### src/verilog/prefetch_pkg.sv
// Prefetch engine shared definitions
// Widths, word and address types, and the buffer sizing derived
// from the depth of the fetch pipeline
package prefetch_pkg;

    // ----------------------------------------
    // Widths
    // ----------------------------------------

    // Word address on the memory port
    localparam int ADDR_W = 16;
    // Memory word
    localparam int DATA_W = 32;
    // Request length in words
    localparam int LEN_W  = 8;

    typedef logic [ADDR_W-1:0] addr_t;
    typedef logic [DATA_W-1:0] word_t;
    // Valid lengths are 1 to 255, zero requests are dropped
    typedef logic [LEN_W-1:0]  len_t;

    // ----------------------------------------
    // Buffer sizing
    // ----------------------------------------

    // Words that can still land after wr_rdy falls
    // One Wishbone cycle on the bus plus the capture register
    localparam int PIPELINE_DEPTH = 2;

    // Write to head register, through the memory and the FWFT stage
    localparam int WR_TO_EMPTY_LATENCY = 2;
    // Read to updated write count
    localparam int RD_TO_FULL_LATENCY  = 1;

    // Headroom for in-flight words on both sides of the ready decision
    localparam int FIFO_DEPTH = PIPELINE_DEPTH * 2 + 1 +
                                WR_TO_EMPTY_LATENCY + RD_TO_FULL_LATENCY;

endpackage : prefetch_pkg

### src/verilog/wb_rd_if.sv
// Fetch channel between prefetch controller and Wishbone read master
// Carries one-word read requests out and the captured words back
`timescale 1ns/1ps

interface wb_rd_if
    import prefetch_pkg::*;
();

    // One-cycle request pulse, only while busy is low
    logic  req;
    // Word address of the request
    addr_t addr;
    // Master has a read in progress
    logic  busy;
    // Captured word valid for one cycle
    logic  wvld;
    word_t wdata;

    // Request side
    modport ctrl (output req, output addr, input busy, input wvld);

    // Bus side
    modport master (input req, input addr, output busy, output wvld, output wdata);

    // Buffer side, write without handshake
    modport sink (input wvld, input wdata);

endinterface : wb_rd_if

### src/verilog/fifo_core.sv
// Single-clock first-word-fall-through FIFO
// Power-of-two memory plus a head register, registered write count,
// writes into a full FIFO are dropped and flagged, empty reads ignored
`timescale 1ns/1ps

module fifo_core #(
    parameter type DATA_T = logic [15:0],
    parameter int  DEPTH  = 8
) (
    input  logic                       clk,
    input  logic                       srst,

    input  logic                       wr,
    input  DATA_T                      wr_data,
    output logic [$clog2(DEPTH+1)-1:0] wr_count,
    output logic                       wr_oflow,

    input  logic                       rd,
    output logic                       rd_vld,
    output DATA_T                      rd_data
);

    // ----------------------------------------
    // Sizing
    // ----------------------------------------
    localparam int PTR_W     = (DEPTH > 1) ? $clog2(DEPTH) : 1;
    localparam int MEM_DEPTH = 2 ** PTR_W;
    localparam int CNT_W     = $clog2(DEPTH + 1);

    // ----------------------------------------
    // Signals
    // ----------------------------------------
    DATA_T mem [MEM_DEPTH];

    // Extra top bit tells full memory from empty memory
    logic [PTR_W:0] wr_ptr;
    logic [PTR_W:0] rd_ptr;

    logic           full;
    logic           wr_ok;
    logic           mem_empty;
    logic           head_load;
    logic           rd_ok;

    // Occupancy counts the head register too
    assign full      = (wr_count == CNT_W'(DEPTH));
    assign wr_ok     = wr && !full;
    assign mem_empty = (wr_ptr == rd_ptr);
    assign rd_ok     = rd && rd_vld;
    // Refill the head when it is empty or being taken
    assign head_load = !mem_empty && (!rd_vld || rd);

    // ----------------------------------------
    // Storage
    // ----------------------------------------
    always_ff @(posedge clk) begin
        if (wr_ok) begin
            mem[wr_ptr[PTR_W-1:0]] <= wr_data;
        end
    end

    always_ff @(posedge clk) begin
        if (head_load) begin
            rd_data <= mem[rd_ptr[PTR_W-1:0]];
        end
    end

    // ----------------------------------------
    // Pointers, head valid and count
    // ----------------------------------------
    always_ff @(posedge clk) begin
        if (srst) begin
            wr_ptr   <= '0;
            rd_ptr   <= '0;
            rd_vld   <= 1'b0;
            wr_count <= '0;
            wr_oflow <= 1'b0;
        end else begin
            if (wr_ok) begin
                wr_ptr <= wr_ptr + 1'b1;
            end
            if (head_load) begin
                rd_ptr <= rd_ptr + 1'b1;
                rd_vld <= 1'b1;
            end else if (rd_ok) begin
                rd_vld <= 1'b0;
            end
            // Net change of entries this cycle
            case ({wr_ok, rd_ok})
                2'b10:   wr_count <= wr_count + 1'b1;
                2'b01:   wr_count <= wr_count - 1'b1;
                default: wr_count <= wr_count;
            endcase
            // One-cycle flag per dropped word
            wr_oflow <= wr && full;
        end
    end

endmodule : fifo_core

### src/verilog/fifo_prefetch.sv
// Prefetch buffer
// FWFT FIFO whose write ready keeps room for every word still in the
// fetch pipeline, so writes issued while ready was high always fit
`timescale 1ns/1ps

module fifo_prefetch
    import prefetch_pkg::*;
#(
    parameter type DATA_T         = logic [15:0],
    // Writes that can still arrive after wr_rdy falls
    parameter int  PIPELINE_DEPTH = 2
) (
    input  logic  clk,
    input  logic  srst,

    input  logic  wr,
    output logic  wr_rdy,
    input  DATA_T wr_data,

    input  logic  rd,
    output logic  rd_vld,
    output DATA_T rd_data,

    // Set only when a word could not be stored
    output logic  oflow
);

    localparam int CNT_W = $clog2(FIFO_DEPTH + 1);
    localparam int RSV_W = $clog2(PIPELINE_DEPTH + 1);
    localparam int SUM_W = $clog2(FIFO_DEPTH + PIPELINE_DEPTH + 1);

    logic [CNT_W-1:0]          count;
    logic [PIPELINE_DEPTH-1:0] not_rdy_hist;
    logic [RSV_W-1:0]          not_rdy_ones;
    logic [RSV_W-1:0]          reserved;

    fifo_core #(
        .DATA_T ( DATA_T ),
        .DEPTH  ( FIFO_DEPTH )
    ) u_fifo_core (
        .clk      ( clk ),
        .srst     ( srst ),
        .wr       ( wr ),
        .wr_data  ( wr_data ),
        .wr_count ( count ),
        .wr_oflow ( oflow ),
        .rd       ( rd ),
        .rd_vld   ( rd_vld ),
        .rd_data  ( rd_data )
    );

    // ----------------------------------------
    // In-flight reservation
    // ----------------------------------------

    // Cycles in the window where no new fetch could have started
    always_ff @(posedge clk) begin
        if (srst) begin
            not_rdy_hist <= '0;
        end else begin
            not_rdy_hist <= (not_rdy_hist << 1) | PIPELINE_DEPTH'(!wr_rdy);
        end
    end

    always_comb begin
        not_rdy_ones = '0;
        for (int i = 0; i < PIPELINE_DEPTH; i++) begin
            not_rdy_ones = not_rdy_ones + RSV_W'(not_rdy_hist[i]);
        end
    end

    // Each ready cycle in the window may still deliver a word
    assign reserved = RSV_W'(PIPELINE_DEPTH) - not_rdy_ones;

    // Registered ready with the reserved slots counted as used
    always_ff @(posedge clk) begin
        if (srst) begin
            wr_rdy <= 1'b0;
        end else begin
            wr_rdy <= (SUM_W'(count) + SUM_W'(reserved)) < SUM_W'(FIFO_DEPTH - 1);
        end
    end

endmodule : fifo_prefetch

### src/verilog/prefetch_ctrl.sv
// Prefetch request controller
// Latches a base and length, issues one fetch per word while the
// buffer has room, and stays busy until every word has returned
`timescale 1ns/1ps

module prefetch_ctrl
    import prefetch_pkg::*;
(
    input  logic       clk,
    input  logic       srst,

    // Consumer request
    input  logic       start,
    input  addr_t      base,
    input  len_t       len,

    // Buffer headroom
    input  logic       wr_rdy,

    output logic       busy,

    wb_rd_if.ctrl      fetch
);

    // ----------------------------------------
    // Request state
    // ----------------------------------------

    // Next word address to fetch
    addr_t issue_addr;
    // Words not yet requested
    len_t  issue_left;
    // Words not yet returned
    len_t  done_left;

    logic  accept;
    logic  issue;
    logic  last_done;

    // New request only when idle and non-empty
    assign accept = start && !busy && (len != '0);

    // One fetch at a time, only with buffer room
    assign issue = busy && (issue_left != '0) && wr_rdy && !fetch.busy;

    assign last_done = fetch.wvld && (done_left == len_t'(1));

    // Request goes straight out from the registered state
    assign fetch.req  = issue;
    assign fetch.addr = issue_addr;

    always_ff @(posedge clk) begin
        if (srst) begin
            busy       <= 1'b0;
            issue_left <= '0;
            done_left  <= '0;
        end else begin
            if (accept) begin
                busy       <= 1'b1;
                issue_left <= len;
                done_left  <= len;
            end else if (busy) begin
                if (issue) begin
                    issue_left <= issue_left - 1'b1;
                end
                if (fetch.wvld) begin
                    done_left <= done_left - 1'b1;
                end
                // Drop busy once the final word is in the buffer
                if (last_done) begin
                    busy <= 1'b0;
                end
            end
        end
    end

    // Address wraps at the top of the word space
    always_ff @(posedge clk) begin
        if (accept) begin
            issue_addr <= base;
        end else if (issue) begin
            issue_addr <= issue_addr + 1'b1;
        end
    end

endmodule : prefetch_ctrl

### src/verilog/wb_read_master.sv
// Wishbone classic read master
// One single-word read per fetch request, address held until ack,
// returned word registered into a one-cycle capture stage
`timescale 1ns/1ps

module wb_read_master
    import prefetch_pkg::*;
(
    input  logic     clk,
    input  logic     srst,

    wb_rd_if.master  fetch,

    // Wishbone port
    output logic     wb_cyc,
    output logic     wb_stb,
    output logic     wb_we,
    output addr_t    wb_adr,
    input  word_t    wb_dat_i,
    input  logic     wb_ack
);

    typedef enum logic {
        S_IDLE,
        S_BUS
    } state_t;

    state_t state;

    // ----------------------------------------
    // Bus cycle
    // ----------------------------------------

    // Strobe and cycle follow the state register
    assign wb_cyc = (state == S_BUS);
    assign wb_stb = (state == S_BUS);
    // Read only
    assign wb_we  = 1'b0;

    assign fetch.busy = (state == S_BUS);

    always_ff @(posedge clk) begin
        if (srst) begin
            state      <= S_IDLE;
            fetch.wvld <= 1'b0;
        end else begin
            fetch.wvld <= 1'b0;
            case (state)
                S_IDLE: begin
                    if (fetch.req) begin
                        state <= S_BUS;
                    end
                end
                S_BUS: begin
                    // Cycle ends on the edge that sees ack
                    if (wb_ack) begin
                        state      <= S_IDLE;
                        fetch.wvld <= 1'b1;
                    end
                end
                default: state <= S_IDLE;
            endcase
        end
    end

    // Address held for the whole cycle
    always_ff @(posedge clk) begin
        if (state == S_IDLE && fetch.req) begin
            wb_adr <= fetch.addr;
        end
    end

    // Capture stage
    always_ff @(posedge clk) begin
        if (state == S_BUS && wb_ack) begin
            fetch.wdata <= wb_dat_i;
        end
    end

endmodule : wb_read_master

### src/verilog/prefetch_top.sv
// Memory read prefetch engine
// Controller issues Wishbone classic reads, returned words land in
// a prefetch buffer drained by the consumer through an FWFT port
`timescale 1ns/1ps

module prefetch_top
    import prefetch_pkg::*;
(
    input  logic  clk,
    input  logic  srst,

    // ----------------------------------------
    // Consumer port
    // ----------------------------------------
    input  logic  start,
    input  addr_t base,
    input  len_t  len,
    output logic  busy,
    input  logic  rd,
    output logic  rd_vld,
    output word_t rd_data,
    output logic  oflow,

    // ----------------------------------------
    // Wishbone memory port
    // ----------------------------------------
    output logic  wb_cyc,
    output logic  wb_stb,
    output logic  wb_we,
    output addr_t wb_adr,
    input  word_t wb_dat_i,
    input  logic  wb_ack
);

    logic wr_rdy;

    // Fetch channel between controller, master and buffer
    wb_rd_if fetch_if ();

    prefetch_ctrl u_ctrl (
        .clk    ( clk ),
        .srst   ( srst ),
        .start  ( start ),
        .base   ( base ),
        .len    ( len ),
        .wr_rdy ( wr_rdy ),
        .busy   ( busy ),
        .fetch  ( fetch_if.ctrl )
    );

    wb_read_master u_master (
        .clk      ( clk ),
        .srst     ( srst ),
        .fetch    ( fetch_if.master ),
        .wb_cyc   ( wb_cyc ),
        .wb_stb   ( wb_stb ),
        .wb_we    ( wb_we ),
        .wb_adr   ( wb_adr ),
        .wb_dat_i ( wb_dat_i ),
        .wb_ack   ( wb_ack )
    );

    // Captured words written without handshake
    fifo_prefetch #(
        .DATA_T         ( word_t ),
        .PIPELINE_DEPTH ( PIPELINE_DEPTH )
    ) u_buf (
        .clk     ( clk ),
        .srst    ( srst ),
        .wr      ( fetch_if.wvld ),
        .wr_rdy  ( wr_rdy ),
        .wr_data ( fetch_if.wdata ),
        .rd      ( rd ),
        .rd_vld  ( rd_vld ),
        .rd_data ( rd_data ),
        .oflow   ( oflow )
    );

endmodule : prefetch_top

### config.mk
export PLATFORM = sky130hd
export DESIGN_NAME = prefetch_top
export DESIGN_NICKNAME = d
export VERILOG_FILES = /design/src/verilog/prefetch_pkg.sv /design/src/verilog/wb_rd_if.sv /design/src/verilog/fifo_core.sv /design/src/verilog/fifo_prefetch.sv /design/src/verilog/prefetch_ctrl.sv /design/src/verilog/wb_read_master.sv /design/src/verilog/prefetch_top.sv
export SDC_FILE = /design/constraint.sdc
export NUM_CORES = 1
export LEC_CHECK = 0
export ABC_AREA = 1
export BUFFER_PORTS_ARGS = -buffer_cell sky130_fd_sc_hd__clkbuf_2
export CAP_MARGIN = 20
export CORE_ASPECT_RATIO = 0.8
export CORE_UTILIZATION = 32
export DETAILED_ROUTE_END_ITERATION = 10
export HOLD_SLACK_MARGIN = 0.06
export SLEW_MARGIN = 20
export SYNTH_ARGS = -nofsm -noshare
export SYNTH_HDL_FRONTEND = slang
export SYNTH_SLANG_ARGS = --single-unit
export TNS_END_PERCENT = 5
### constraint.sdc
create_clock -name clk -period 6.06 [get_ports clk]
set_input_delay 0.606 -clock clk [delete_from_list [all_inputs] [get_ports clk]]
set_output_delay 0.606 -clock clk [all_outputs]
set_load 0.01 [all_outputs]
# Word-level counts from Yosys, hierarchy flattened
# Memories as Yosys holds them, arrays and structs flattened. A register that Yosys moved wholly into a read port is not among the register bits.
# Index checks and enable logic that the tools add are counted.
[classes]
n_lt_le_gt_ge = 1
shift = 0
n_mux = 20
eq_ne = 5
reduce_logical = 29
mul = 0
n_addsub = 10
div = 0
bitwise_logic = 2
[ops]
columns = ["op", "count"]
rows = [
  ["$mux 8", 6],
  ["$mux 16", 2],
  ["$add 16x1->16 const B", 1],
  ["$reduce_bool 8->1", 2],
  ["$sub 8x1->8 const B", 2],
  ["$add 4x1->4 const B", 3],
  ["$logic_and 1x1->1", 12],
  ["$mux 1", 10],
  ["$reduce_bool 2->1", 5],
  ["$eq 8x1->1 const B", 1],
  ["$pmux 4 s2", 1],
  ["$logic_not 1->1", 6],
  ["$add 4x2->4", 1],
  ["$eq 4x4->1", 1],
  ["$eq 4x4->1 const B", 1],
  ["$lt 4x3->1 const B", 1],
  ["$reduce_and 2->1", 2],
  ["$sub 4x1->4 const B", 1],
  ["$add 1x1->2", 1],
  ["$eq 2x1->1 const B", 1],
  ["$eq 2x2->1 const B", 1],
  ["$or 2x1->2", 1],
  ["$pmux 1 s2", 1],
  ["$reduce_or 2->1", 1],
  ["3 further kinds", 3],
]
[totals]
reg_bits = 100
latchBits = 0
elab_cells = 83
mem_bits_rw = 256
n_memories = 1
output_inout_bits = 54
input_bits = 61
romBits = 0
[mem_list]
columns = ["memory", "words", "word_bits", "read_ports", "rd_clocked_by_memory_dff", "wr", "line", "source"]
rows = [
  ["u_buf.u_fifo_core.mem", 8, 32, 1, 1, 1, "fifo_core.sv:33", "DATA_T mem [MEM_DEPTH];"],
]

# Longest topological paths before layout
# Gate-level depths: netlist of run 1.
[logic_depth]
ltp_word = 7
ltp_mapped = 13
depth_no_buf = 13

# By module
# From an unflattened synthesis of run 1, not the netlist that was laid out.
[hier_totals]
hier_cells = 1309
area_unflattened_um2 = 15667.5
[by_module_without_submodules]
columns = ["mod", "seq_area_each_um2", "area_per_inst_um2", "cells_each", "instances"]
rows = [
  ["fifo_core", 8928.6, 11715.0, 883, 1],
  ["prefetch_ctrl", 820.8, 2208.4, 337, 1],
  ["wb_read_master", 1481.4, 1546.5, 63, 1],
  ["fifo_prefetch", 60.1, 197.7, 26, 1],
]

# Worst setup path after synthesis of run 1
# OpenSTA, ideal clock, no wires.
[synth_path]
path_kind = "reg2reg"
start = "reg u_buf.u_fifo_core.wr_count[1]"
end = "mem u_buf.u_fifo_core.mem[6][0] (netlist bit) (enable)"
setup_time_ns = 0.461
required_ns = 5.599
setup_slack_ns = 2.631
arrival_ns = 2.968
period_less_slack_ns = 3.429
stages_incl_launch_ff = 5
path_buffers = 0
path_cell_list = "dfxtp_1 > nor2_1 > nand3_1 > nand3_1 > nor3_1"
[synth_via]
elab_chain_cells = 5
[synth_lines]
columns = ["item", "line", "source"]
rows = [
  ["from (decl)", "fifo_core.sv:15", "output logic [$clog2(DEPTH+1)-1:0] wr_count,"],
  ["from (signal assigned)", "fifo_core.sv:90", "2'b10: wr_count <= wr_count + 1'b1;"],
  ["from (signal assigned)", "fifo_core.sv:91", "2'b01: wr_count <= wr_count - 1'b1;"],
  ["from (signal assigned)", "fifo_core.sv:92", "default: wr_count <= wr_count;"],
  ["$eq 4x4->1", "fifo_core.sv:46", "assign full = (wr_count == CNT_W'(DEPTH));"],
  ["$logic_not 1->1", "fifo_core.sv:47", "assign wr_ok = wr && !full;"],
  ["$logic_and 1x1->1", "fifo_core.sv:47", ""],
  ["$mux 1", "fifo_core.sv:57", "if (wr_ok) begin"],
  ["$mux 1 (not written as such)", "fifo_core.sv:58", "mem[wr_ptr[PTR_W-1:0]] <= wr_data;"],
  ["to (decl)", "fifo_core.sv:33", ""],
]
# Every way passes these cells.

# Worst setup path in the final report of run 1
[layout_path]
start = "reg u_buf.u_fifo_core.rd_ptr[0]"
end = "reg u_buf.u_fifo_core.rd_data[28] (netlist bit) (read register of u_buf.u_fifo_core.mem) (data pin)"
[layout_via]
elab_chain_cells = 3
[layout_lines]
columns = ["item", "line", "source"]
rows = [
  ["from (decl)", "fifo_core.sv:37", "logic [PTR_W:0] rd_ptr;"],
  ["from (signal assigned)", "fifo_core.sv:83", "rd_ptr <= rd_ptr + 1'b1;"],
  ["$eq 4x4->1", "fifo_core.sv:48", "assign mem_empty = (wr_ptr == rd_ptr);"],
  ["$logic_not 1->1", "fifo_core.sv:51", "assign head_load = !mem_empty && (!rd_vld || rd);"],
  ["$logic_and 1x1->1", "fifo_core.sv:51", ""],
  ["to (decl)", "fifo_core.sv:20", "output DATA_T rd_data"],
]
# Several ways; a longest one is shown, not always the timed one.
# A chain may end at the register's enable or synchronous reset.

==> impl_results.md, run 1 <==
* Setup Buffers After CTS at 0
* Max VDD drop at 0.210 mV
* Die footprint at 49000 sq um
* Fmax at 353 MHz
* Worst-margin pin slew at 1.02 ns
* Int Pwr at 4.98 mW
* Wirelength per Cell at around 17 um
* CTS root buf: clkbuf_16
* Yosys top cell area share at 0.687
* Pre-CTS setup slack at between 3 and 4 ns
* Row Count at 71
* CTS Buffer Depth at 3
* Period minus WS final at 2.83 ns
* Hold_ws at 0.201 ns
* Sequential Power Share at 0.470
* # setup viols final at 0
* Placed cells at just under 2000
* Setup CP Type: flop to flop
* H-tree depth at 2
* Run status: finished with violations
* Drt drc at 10
* Core Area at 47300 sq um
* Vias in the first global route at 9403
* Lkg Pwr at 6.37 nW
* Register area share after synthesis at 0.734
* CP startpoint kind: flop
* GPL Wtd Cong at around 0.82
* Logic gate share of total power at 0.189
* Distinct cells, synth at 36
* Grt total ovfl at 0
* Crit Path Max Fanout at 89
* Worst-skew pair later-pin latency at between 0.5 and 0.6 ns
* Overall via count from detail_route at around 9700
* Port buffer count at 113
* Net switching power at 2.12 mW
* Top post-synthesis cells by area: edfxtp_1 (69%), nor2_1 (7.1%), o21ai_0 (4.8%)
* Final WS setup at 3.23 ns
* Fin cells at slightly above 2000
* Final core utilization at 0.379
* Cell Area, Synth at 15400 sq um
* Synth async-reset ratio at 0
* Die height at a little under 200 um
* Skew final at 0.0384 ns
* First-pass GRT wire length at 53300 um
* GRT Util Overall at 0.143
* Final hold violations at 0
* Syn_area_per_cell at 12.2 sq um
* # nets final at 1447
* Synth Flop Type: edfxtp_1
* CTS tree: yes
* Area growth syn-to-layout at 16.3%
* Synth Register Bits at 388
* Post-synth top area cell: edfxtp_1
* Sw frac at 0.298
* DRT iter0 DRCs at 726
* Io pins at 115
* Hpwl dp at between 15000 and 20000 um
* Routed Antenna Nets at 0
* # clock sinks at a little under 400
* PwrDens at 396 nW/um^2
* Setup TNS at 0 ns
* Max-slew headroom at 0.321
* PostCTS Resize Cnt at 0
* CTS buffer count at 41
* Largest net degree at the start of global routing at 90
* Post-synth EDFFs at 352
* Layout cells sized above 1 at 0.150
* Synth Warn # at 0
* Clock Pin Slew Worst Setup and Hold Paths at 0.06 ns
* Cell count after synthesis at 1260
* Starting Density at 0.326
* Max_cap viols at 0
* CTS hold repair buffers at 0
* Drt total wl at ~35000 um
* Slew Limit Fails at 0
* Die width at 247 um
* Count leader, synth: edfxtp_1
* Worst min path class: input port to flop
* Clock network power share at 0.341
* RSZ-0062 raised after global routing: no
* Pre-antenna DRT Iters at 10
* Syn nets at 1335
* Ranking of synthesized cells by instance count: edfxtp_1 (352), nor2_1 (293), o21ai_0 (149), nand2_1 (114), inv_1 (59)
* Failing checks: design-rule violations
* Initial antenna violation count at 0
* Vias/cell at about 4.8
* Worst EP arrival at 3.08 ns
* Critical Path RT at 6.31 ns
* Worst Setup End Kind: flop
* Fin crit share at 0.467
-- final timing paths --
path	end	slack, ns	depth (start not counted)	start
worst max-delay path	u_buf.u_fifo_core.rd_data[28]	3.23	6	u_buf.u_fifo_core.rd_ptr[0]
worst min-delay path	u_master.fetch.wdata[21]	0.20	1	wb_dat_i[21]
worst max register to register	u_buf.u_fifo_core.rd_data[28]	3.23	6	u_buf.u_fifo_core.rd_ptr[0]
worst min register to register	u_buf.not_rdy_hist[0]	0.43	1	u_buf.wr_rdy
-- power groups by stage --
stage / clock network, mW / logic (mW) / registers, mW
5_1_grt: 2.59 / 1.52 / 3.36
3_3_place_gp: 0 / 1.33 / 3.39
3_5_place_dp: 0 / 1.36 / 3.39
4_1_cts: 2.48 / 1.36 / 3.34
6_report: 2.42 / 1.34 / 3.34
2_1_floorplan: 0 / 0.941 / 3.36
-- kinds of logic (layout without fill, tap and decap cells) --
| kind of cell | count (synthesis) | in the layout | share of synthesized area |
|---|---|---|---|
| AO/OA/AOI/OAI | 240 | 240 | 0.0856 |
| XOR/XNOR | 16 | 16 | 0.00911 |
| adder cells (fa/ha/maj) | 14 | 14 | 0.0119 |
| buffers and inverters | 121 | 263 | 0.0348 |
| flip-flops | 388 | 388 | 0.734 |
| other | 1 | 2 | 0.000244 |
| AND/OR/NAND/NOR | 480 | 480 | 0.125 |
-- state kept, by name (all words and copies together), names as in the netlist, 2 cells and up --
| register | count |
|---|---|
| u_buf.u_fifo_core.wr_ptr | 4 |
| u_buf.u_fifo_core.rd_data | 32 |
| u_master.wb_adr | 16 |
| u_ctrl.done_left | 8 |
| u_buf.u_fifo_core.rd_ptr | 4 |
| u_ctrl.issue_left | 8 |
| u_ctrl.fetch.addr | 16 |
| u_buf.u_fifo_core.mem | 256 |
| u_buf.u_fifo_core.wr_count | 4 |
| u_master.fetch.wdata | 32 |
| u_buf.not_rdy_hist | 2 |
-- metal layers --
metal,global-route usage,vias to the layer above,share of wire
met4,0.0423,0,0.021
met2,0.227,222,0.46
met1,0.198,4759,0.46
met3,0.0295,57,0.059
met5,0,-,0
li1,-,4681,-
-- cell type report --
type                            instances  area (sq um)
Fill cell                            4518         29400
Sequential cell                       388         11300
Multi-Input combinational cell        751          3620
Clock buffer                           45          1040
Tap cell                              620           776
Timing Repair Buffer                  127           671
Clock inverter                         28           256
Inverter                               63           238
Antenna cell                            1          2.50
-- worst max-delay path, stage by stage (launching register included) --
cell and delay (ns):
dfxtp_4 0.71, clkinv_2 0.60, buf_4 0.55, o21ai_0 0.31, o22ai_1 0.11, nor2_1 0.09
a31oi_1 0.05
-- through the flow --
step	instance area (sq um)	power (mW)
after floorplan	15400	4.30
after global placement	16600	4.72
after detailed placement	16600	4.75
after CTS	17900	7.19
after global routing	17900	7.47
final	17900	7.09
-- cell usage in the layout (no fill, tap or decap), types with 2 or more instances in the layout --
master | Yosys | final
nor2_1 | 293 | 286
o21bai_1 | 2 | 2
clkinvlp_4 | 0 | 2
inv_1 | 59 | 57
nand3_1 | 53 | 53
clkinv_8 | 0 | 2
inv_2 | 4 | 5
dfxtp_1 | 36 | 34
nor2_2 | 2 | 2
clkbuf_1 | 25 | 4
clkbuf_2 | 2 | 113
a31oi_1 | 37 | 37
nand2_1 | 114 | 114
nor3_1 | 5 | 4
clkinv_2 | 0 | 12
xor2_1 | 12 | 12
xnor2_1 | 4 | 4
bufinv_16 | 0 | 3
clkinv_1 | 0 | 9
edfxtp_1 | 352 | 352
nor2_4 | 0 | 7
o22ai_1 | 32 | 32
buf_4 | 5 | 14
ha_1 | 13 | 13
o21ai_0 | 149 | 149
o21ai_1 | 2 | 2
clkbuf_16 | 0 | 41
nand3b_1 | 2 | 2
a21oi_1 | 14 | 14
nand2_2 | 2 | 2
nand4_1 | 6 | 6
Power figures use the tool's default switching activity.
==> run 2: changes to the inputs <==
==> constraint.sdc (replaced) <==
create_clock -name clk -period 2.7 [get_ports clk]
set_input_delay 0.27 -clock clk [delete_from_list [all_inputs] [get_ports clk]]
set_output_delay 0.27 -clock clk [all_outputs]
set_load 0.01 [all_outputs]
==> impl_results.md, run 2 (synthesis results as in run 1) <==
* RSZ-0062 raised after global routing: no
* Pre-antenna DRT Iters at 8 (-2)
* Setup CP Type: flop to flop
* First-pass GRT wire length at 54100 um (+1.6%)
* Fmax at 476 MHz (+35%)
* N_diodes at 0 (-1)
* Die footprint at 49000 sq um (unchanged)
* Run status: finished with violations
* Tot Pwr at 16.3 mW (+130%)
* Lkg Pwr at 6.68 nW (+4.9%)
* Max-slew headroom at 0.533 (+0.213)
* Period minus WS final at 2.10 ns (-0.729 ns)
* # clock sinks at 388 (unchanged)
* Final hold violations at 0 (unchanged)
* Slack of the worst reg-to-reg path at 0.60 ns (-2.63 ns)
* CP startpoint kind: flop
* Hold_ws at 0.0936 ns (-0.107 ns)
* DRT iter0 DRCs at 708 (-2.5%)
* Port buffer count at 113 (unchanged)
* Most common cell after layout, fill and taps aside: edfxtp_1
* Fin crit share at 0.779 (+0.311)
* Initial antenna violation count at 0 (unchanged)
* Slew Limit Fails at 0 (unchanged)
* CTS Buffer Depth at 3 (unchanged)
* Setup TNS at 0 ns (unchanged)
* Die height at 198 um (unchanged)
* Vias in the first global route at 9625 (+2.4%)
* Overall via count from detail_route at 9963 (+2.5%)
* # setup viols final at 0 (unchanged)
* Clock Pin Slew Worst Setup and Hold Paths at 0.06 ns (about the same)
* Post-DP Area at 16800 sq um (+1.3%)
* WHS Endpoint: u_ctrl.fetch.addr[12]
* Leading cell types in the layout, fill and taps excluded: edfxtp_1 (352), nor2_1 (286), o21ai_0 (149)
* Vias/cell at 4.79 (-0.39%)
* Worst Hold Path Cells at 3 (+2)
* Worst min path class: input port to flop
* Routed Antenna Nets at 0 (unchanged)
* H-tree depth at 2 (unchanged)
* Die width at 247 um (unchanged)
* GPL Wtd Cong at 0.854 (+4.6%)
* R2r endpoint: u_buf.u_fifo_core.wr_count[2]
* Starting Density at 0.326 (unchanged)
* Hold_sp: base[12]
* Worst EP arrival at 2.55 ns (-0.53 ns)
* GRT Util Overall at 0.143 (-0.000517)
* Max reg flops at 256 (unchanged)
* Worst r2r path cells at 12 (+6)
* CTS buffer count at 41 (unchanged)
* Largest net degree at the start of global routing at 83 (-7.8%)
* Post-Layout Inst Area at 18600 sq um (+4.1%)
* CTS tree: yes
* Critical Path RT at 3.14 ns (-3.17 ns)
* Row Count at 71 (unchanged)
* PostCTS Resize Cnt at 0 (unchanged)
* Fillers at 4504 (-0.31%)
* Layout cells sized above 1 at 0.150 (about the same)
* Hpwl dp at 20100 um (+6.6%)
* R2r startpoint: u_buf.u_fifo_core.wr_count[1]
* Drt total wl at 34600 um (-0.96%)
* Worst Setup End Kind: flop
* Worst-skew pair later-pin latency at 0.55 ns (-0.02 ns)
* CTS root buf: clkbuf_16
* Drt drc at 1 (-9)
* Grt total ovfl at 0 (unchanged)
* Area growth syn-to-layout at 21.1%
* Max_cap viols at 0 (unchanged)
* Failing checks: design-rule violations
* # nets final at 1513 (+4.6%)
* Wirelength per Cell at 16.6 um (-3.8%)
* Io pins at 115 (unchanged)
* Core Area at 47300 sq um (unchanged)
* Skew final at 0.0199 ns (-0.0185 ns)
* Worst-margin pin slew at 0.700 ns (-0.318 ns)
* PwrDens at 873 nW/um^2 (+120%)
* Crit Path Max Fanout at 9 (-90%)
* Max VDD drop at 0.549 mV (+160%)
-- run 2: cell count changes in the layout (fill, tap and decap cells not counted), moves of 3 or more --
cell | before | now
buf_4 | 14 | 19
inv_6 | 0 | 3
buf_12 | 0 | 9
clkinv_2 | 12 | 3
dlygate4sd3_1 | 0 | 52
-- run 2: area by class of cell --
type                    count  area, sq um  share of cell area
clock inverters            21          240              0.0129
inverters                  63          238              0.0128
clock buffers              46         1040              0.0561
well taps                 620          776              0.0416
multi-input cells         751         3620               0.194
flip-flops and latches    388        11300               0.606
repair buffers            193         1410              0.0756
-- run 2: report_power, final --
part | leakage [nW] | internal, mW | switching, mW | total (mW)
combinational | 2.57 | 1.14 | 2.27 | 3.40
clock | 0.615 | 3.25 | 2.27 | 5.52
sequential | 3.49 | 7.10 | 0.229 | 7.33
total | 6.68 | 11.5 | 4.77 | 16.3
-- run 2: timing repair --
item / 4_1_cts / 5_1_grt
hold buffers: 52 / 0
hold endpoints to repair: 55 / 0
setup buffers: 0 / 0
-- run 2: worst max-delay path by stage --
stage | startpoint | to | slack (ns) | depth (start not counted)
after floorplan | u_buf.u_fifo_core.wr_count[1] | u_buf.u_fifo_core.mem[1][0] | 0.06 | 6
after global placement | u_buf.u_fifo_core.wr_count[1] | u_buf.u_fifo_core.wr_count[2] | 0.66 | 12
after detailed placement | u_buf.u_fifo_core.wr_count[1] | u_buf.u_fifo_core.wr_count[2] | 0.60 | 12
after CTS | u_buf.u_fifo_core.wr_count[1] | u_buf.u_fifo_core.wr_count[2] | 0.59 | 12
after global routing | u_buf.u_fifo_core.wr_count[1] | u_buf.u_fifo_core.wr_count[2] | 0.31 | 12
final | u_buf.u_fifo_core.wr_count[1] | u_buf.u_fifo_core.wr_count[2] | 0.60 | 12
-- run 2: routing by layer --
metal	wire length (um)	GRT usage
met5	0	0
met4	692	0.0476
met3	1840	0.0259
met2	15600	0.222
met1	16400	0.201
-- run 2: critical path, cell delays in order, from the launching register on --
cell and delay [ns]:
dfxtp_1 0.47, nor2_1 0.07, nand3_1 0.14, nand2_2 0.16, ha_1 0.28, nand2_1 0.10
inv_1 0.05, nor2_1 0.17, ha_1 0.18, a21oi_1 0.05, xnor2_1 0.14, o21ai_0 0.15
inv_1 0.05
-- run 2: stage by stage --
stage                     setup WS, ns  utilization  cells
after CTS                        0.592        0.394   2082
after floorplan                 0.0583            -   1260
after global routing             0.310        0.394   2082
final                            0.598        0.394   2082
after global placement           0.657        0.356   1963
after detailed placement         0.598        0.356   1963
==> run 3: changes to the inputs <==
--- a/config.mk
+++ b/config.mk
@@ -5,7 +5,7 @@
 export SDC_FILE = /design/constraint.sdc
 export NUM_CORES = 1
 export LEC_CHECK = 0
-export ABC_AREA = 1
+export ABC_AREA = 0
 export BUFFER_PORTS_ARGS = -buffer_cell sky130_fd_sc_hd__clkbuf_2
 export CAP_MARGIN = 20
 export CORE_ASPECT_RATIO = 0.8
==> constraint.sdc (replaced) <==
create_clock -name clk -period 1.7 [get_ports clk]
set_input_delay 0.17 -clock clk [delete_from_list [all_inputs] [get_ports clk]]
set_output_delay 0.17 -clock clk [all_outputs]
set_load 0.01 [all_outputs]
==> impl_results.md, run 3 <==
* Leading cell types in the layout, fill and taps excluded: edfxtp_1 (352), clkbuf_2 (113), mux4_2 (64)
* Max reg flops at 256 (unchanged)
* Yosys top cell area share at 0.701 (+0.0137)
* CTS buffer count at 42 (+2.4%)
* Worst-skew pair later-pin latency at 0.56 ns (about the same)
* Worst min path class: input port to flop
* Syn nets at 865 (-35%)
* Fin crit share at 1.28 (+0.504)
* CTS tree: yes
* Drt drc at 0 (-1)
* Wirelength per Cell at 18.1 um (+9.1%)
* Clock network power share at 0.357 (+0.017)
* Row Count at 70 (-1.4%)
* Sequential Power Share at 0.467 (+0.016)
* Vias in the first global route at 8285 (-14%)
* CTS Buffer Depth at 3 (unchanged)
* Max_cap viols at 0 (unchanged)
* H-tree depth at 2 (unchanged)
* Synth async-reset ratio at 0 (unchanged)
* Synth Warn # at 0 (unchanged)
* Count leader, synth: edfxtp_1
* Layout cells sized above 1 at 0.382 (+0.231)
* Sw frac at 0.237 (-0.0560)
* Met1 wire length at 14800 um (-9.9%)
* Worst Setup End Kind: flop
* Routed Antenna Nets at 0 (unchanged)
* DRT iter0 DRCs at 465 (-34%)
* Io pins at 115 (unchanged)
* CP startpoint kind: flop
* Cell count after synthesis at 790 (-37%)
* # setup viols final at 278 (+278)
* Max VDD drop at 0.848 mV (+54%)
* Syn_area_per_cell at 19.1 sq um (+56%)
* Run status: finished with violations
* Starting Density at 0.327 (+0.00190)
* Synth Register Bits at 388 (unchanged)
* Clock Pin Slew Worst Setup and Hold Paths at 0.06 ns (about the same)
* Lkg Pwr at 6.56 nW (-1.9%)
* Die footprint at 48000 sq um (-1.9%)
* Max-slew headroom at 0.624 (+0.0908)
* # clock sinks at 388 (unchanged)
* Post-Layout Inst Area at 19500 sq um (+4.7%)
* Period minus WS final at 2.18 ns (+0.0775 ns)
* CTS root buf: clkbuf_16
* Fin cells at 1713 (-18%)
* Area growth syn-to-layout at 29.2%
* Hpwl dp at 19500 um (-2.9%)
* Overall via count from detail_route at 8017 (-20%)
* Cell Area, Synth at 15100 sq um (-2.0%)
* Register area share after synthesis at 0.749 (+0.0146)
* Critical-path cell list: or4b_4 -> nand2_8 -> ha_4 -> xor2_2 -> ha_2 -> a21oi_2 -> xor2_1 -> or3_1 -> a21oi_2
* Post-synth top area cell: edfxtp_1
* Placed cells at 1570 (-20%)
* Post-DP Area at 17300 sq um (+2.9%)
* Skew final at 0.0140 ns (-0.00595 ns)
* Post-synth EDFFs at 352 (unchanged)
* Final WS setup at -0.480 ns (-1.08 ns)
* GRT Util Overall at 0.130 (-0.0127)
* Final hold violations at 0 (unchanged)
* Crit Path Max Fanout at 3 (-6)
* Drt total wl at 31000 um (-10%)
* Grt total ovfl at 0 (unchanged)
* Pre-antenna DRT Iters at 4 (-4)
* Initial antenna violation count at 1 (+1)
* Ranking of synthesized cells by instance count: edfxtp_1 (352), mux4_2 (64), dfxtp_1 (36), mux2_2 (36), nand2_1 (33)
* GPL Wtd Cong at 0.781 (-8.5%)
* Worst-margin pin slew at 0.563 ns (-0.137 ns)
* Logic gate share of total power at 0.176 (-0.033)
* Worst EP arrival at 2.66 ns (+0.11 ns)
* RSZ-0062 raised after global routing: yes
* Port buffer count at 113 (unchanged)
* Vias/cell at 4.68 (-2.2%)
* Die height at 196 um (-0.97%)
* Most common cell after layout, fill and taps aside: edfxtp_1
* Top post-synthesis cells by area: edfxtp_1 (70%), mux4_2 (9.6%), dfxtp_1 (4.8%)
* Top delay family on crit path: simple AND/OR/NAND/NOR gates
* Int Pwr at 18.4 mW (+60%)
* Fmax at 459 MHz (-3.6%)
* Most used cell, CP: a21oi_2
* CP Buf/Inv Count at 0 (-2)
* # nets final at 1144 (-24%)
* Synth Flop Type: edfxtp_1
* Net switching power at 5.72 mW (+20%)
* Top sig layer: met4
* Critical path's largest stage delay at 0.58 ns (+0.11 ns)
* Failing checks: negative setup slack
* Largest net degree at the start of global routing at 36 (-57%)
* Die width at 245 um (-0.97%)
* Met3 WL at 1510 um (-18%)
* Tot Pwr at 24.1 mW (+48%)
* Core Area at 46100 sq um (-2.5%)
* Distinct cells, synth at 60 (+67%)
* Slew Limit Fails at 0 (unchanged)
* PwrDens at 1240 nW/um^2 (+42%)
* Setup CP Type: flop to flop
* Slowest-stage cell, CP: or4b_4
* DR WL met2 at 14000 um (-10%)
* First-pass GRT wire length at 47700 um (-12%)
* Critical Path RT at 2.18 ns (-0.96 ns)
==> run 3: worst paths after layout <==
kind	start	endpoint	slack, ns	depth (start not counted)
min	start	u_ctrl.done_left[2]	0.20	5
max reg2reg	u_buf.u_fifo_core.wr_count[2]	u_buf.u_fifo_core.wr_count[2]	-0.48	9
max	u_buf.u_fifo_core.wr_count[2]	u_buf.u_fifo_core.wr_count[2]	-0.48	9
min reg2reg	u_buf.wr_rdy	u_buf.not_rdy_hist[0]	0.45	1
==> run 3: layer usage <==
layer | vias up | global-route usage
met5 | - | 0
met4 | 0 | 0.0481
met3 | 43 | 0.0250
met2 | 155 | 0.199
met1 | 4088 | 0.184
li1 | 3731 | -
==> run 3: per-stage QoR <==
| stage | utilization | hold slack [ns] | setup TNS (ns) | setup slack [ns] |
|---|---|---|---|---|
| 2_1_floorplan | - | 0.269 | -118.76 | -0.655 |
| 3_3_place_gp | 0.376 | 0.347 | -74.31 | -0.558 |
| 4_1_cts | 0.419 | 0.164 | -45.60 | -0.510 |
| 6_report | 0.423 | 0.198 | -31.68 | -0.480 |
| 5_1_grt | 0.423 | 0.198 | -45.62 | -0.531 |
| 3_5_place_dp | 0.376 | 0.349 | -79.97 | -0.606 |
==> run 3: logic make-up (layout without fill, tap and decap cells) <==
group,Yosys count,after routing,share of synthesized area
xor+xnor,24,24,0.0139
compound gates,70,70,0.0337
mux,103,103,0.125
simple gates,140,141,0.0486
buf+inv,50,359,0.0184
other cells,1,2,0.000249
flops,388,388,0.749
fa+ha+maj,14,14,0.0121
==> run 3: cell type report <==
| class | count | area (sq um) |
|---|---|---|
| well taps | 612 | 766 |
| clock inverters | 16 | 150 |
| flip-flops and latches | 388 | 11300 |
| repair buffers | 270 | 2280 |
| diodes | 1 | 2.50 |
| fillers | 4088 | 26600 |
| multi-input cells | 353 | 3790 |
| inverters | 14 | 52.6 |
| clock buffers | 59 | 1150 |
==> run 3: worst min-delay path, delay by kind of cell <==
kind	cells	cell delay (ns)
and+or+nand+nor	2	0.21
buffers and inverters	2	0.23
AOI/OAI and AO/OA	1	0.08
==> run 3: power groups by stage <==
stage / clock, mW / combinational [mW] / sequential [mW]
floorplan: 0 / 2.44 / 11.5
global placement: 0 / 4.00 / 11.5
detailed placement: 0 / 4.02 / 11.5
CTS: 8.88 / 4.29 / 11.3
global route: 9.21 / 4.61 / 11.3
finish: 8.60 / 4.25 / 11.3
==> run 3: what timing repair did <==
item,4_1_cts,5_1_grt
endpoints found under the setup margin,335,292
gates resized for setup,27,28
buffers inserted,0,5
endpoints found under the hold margin,64,0
pin swaps,7,12
cloned,0,1
hold buffers,59,0
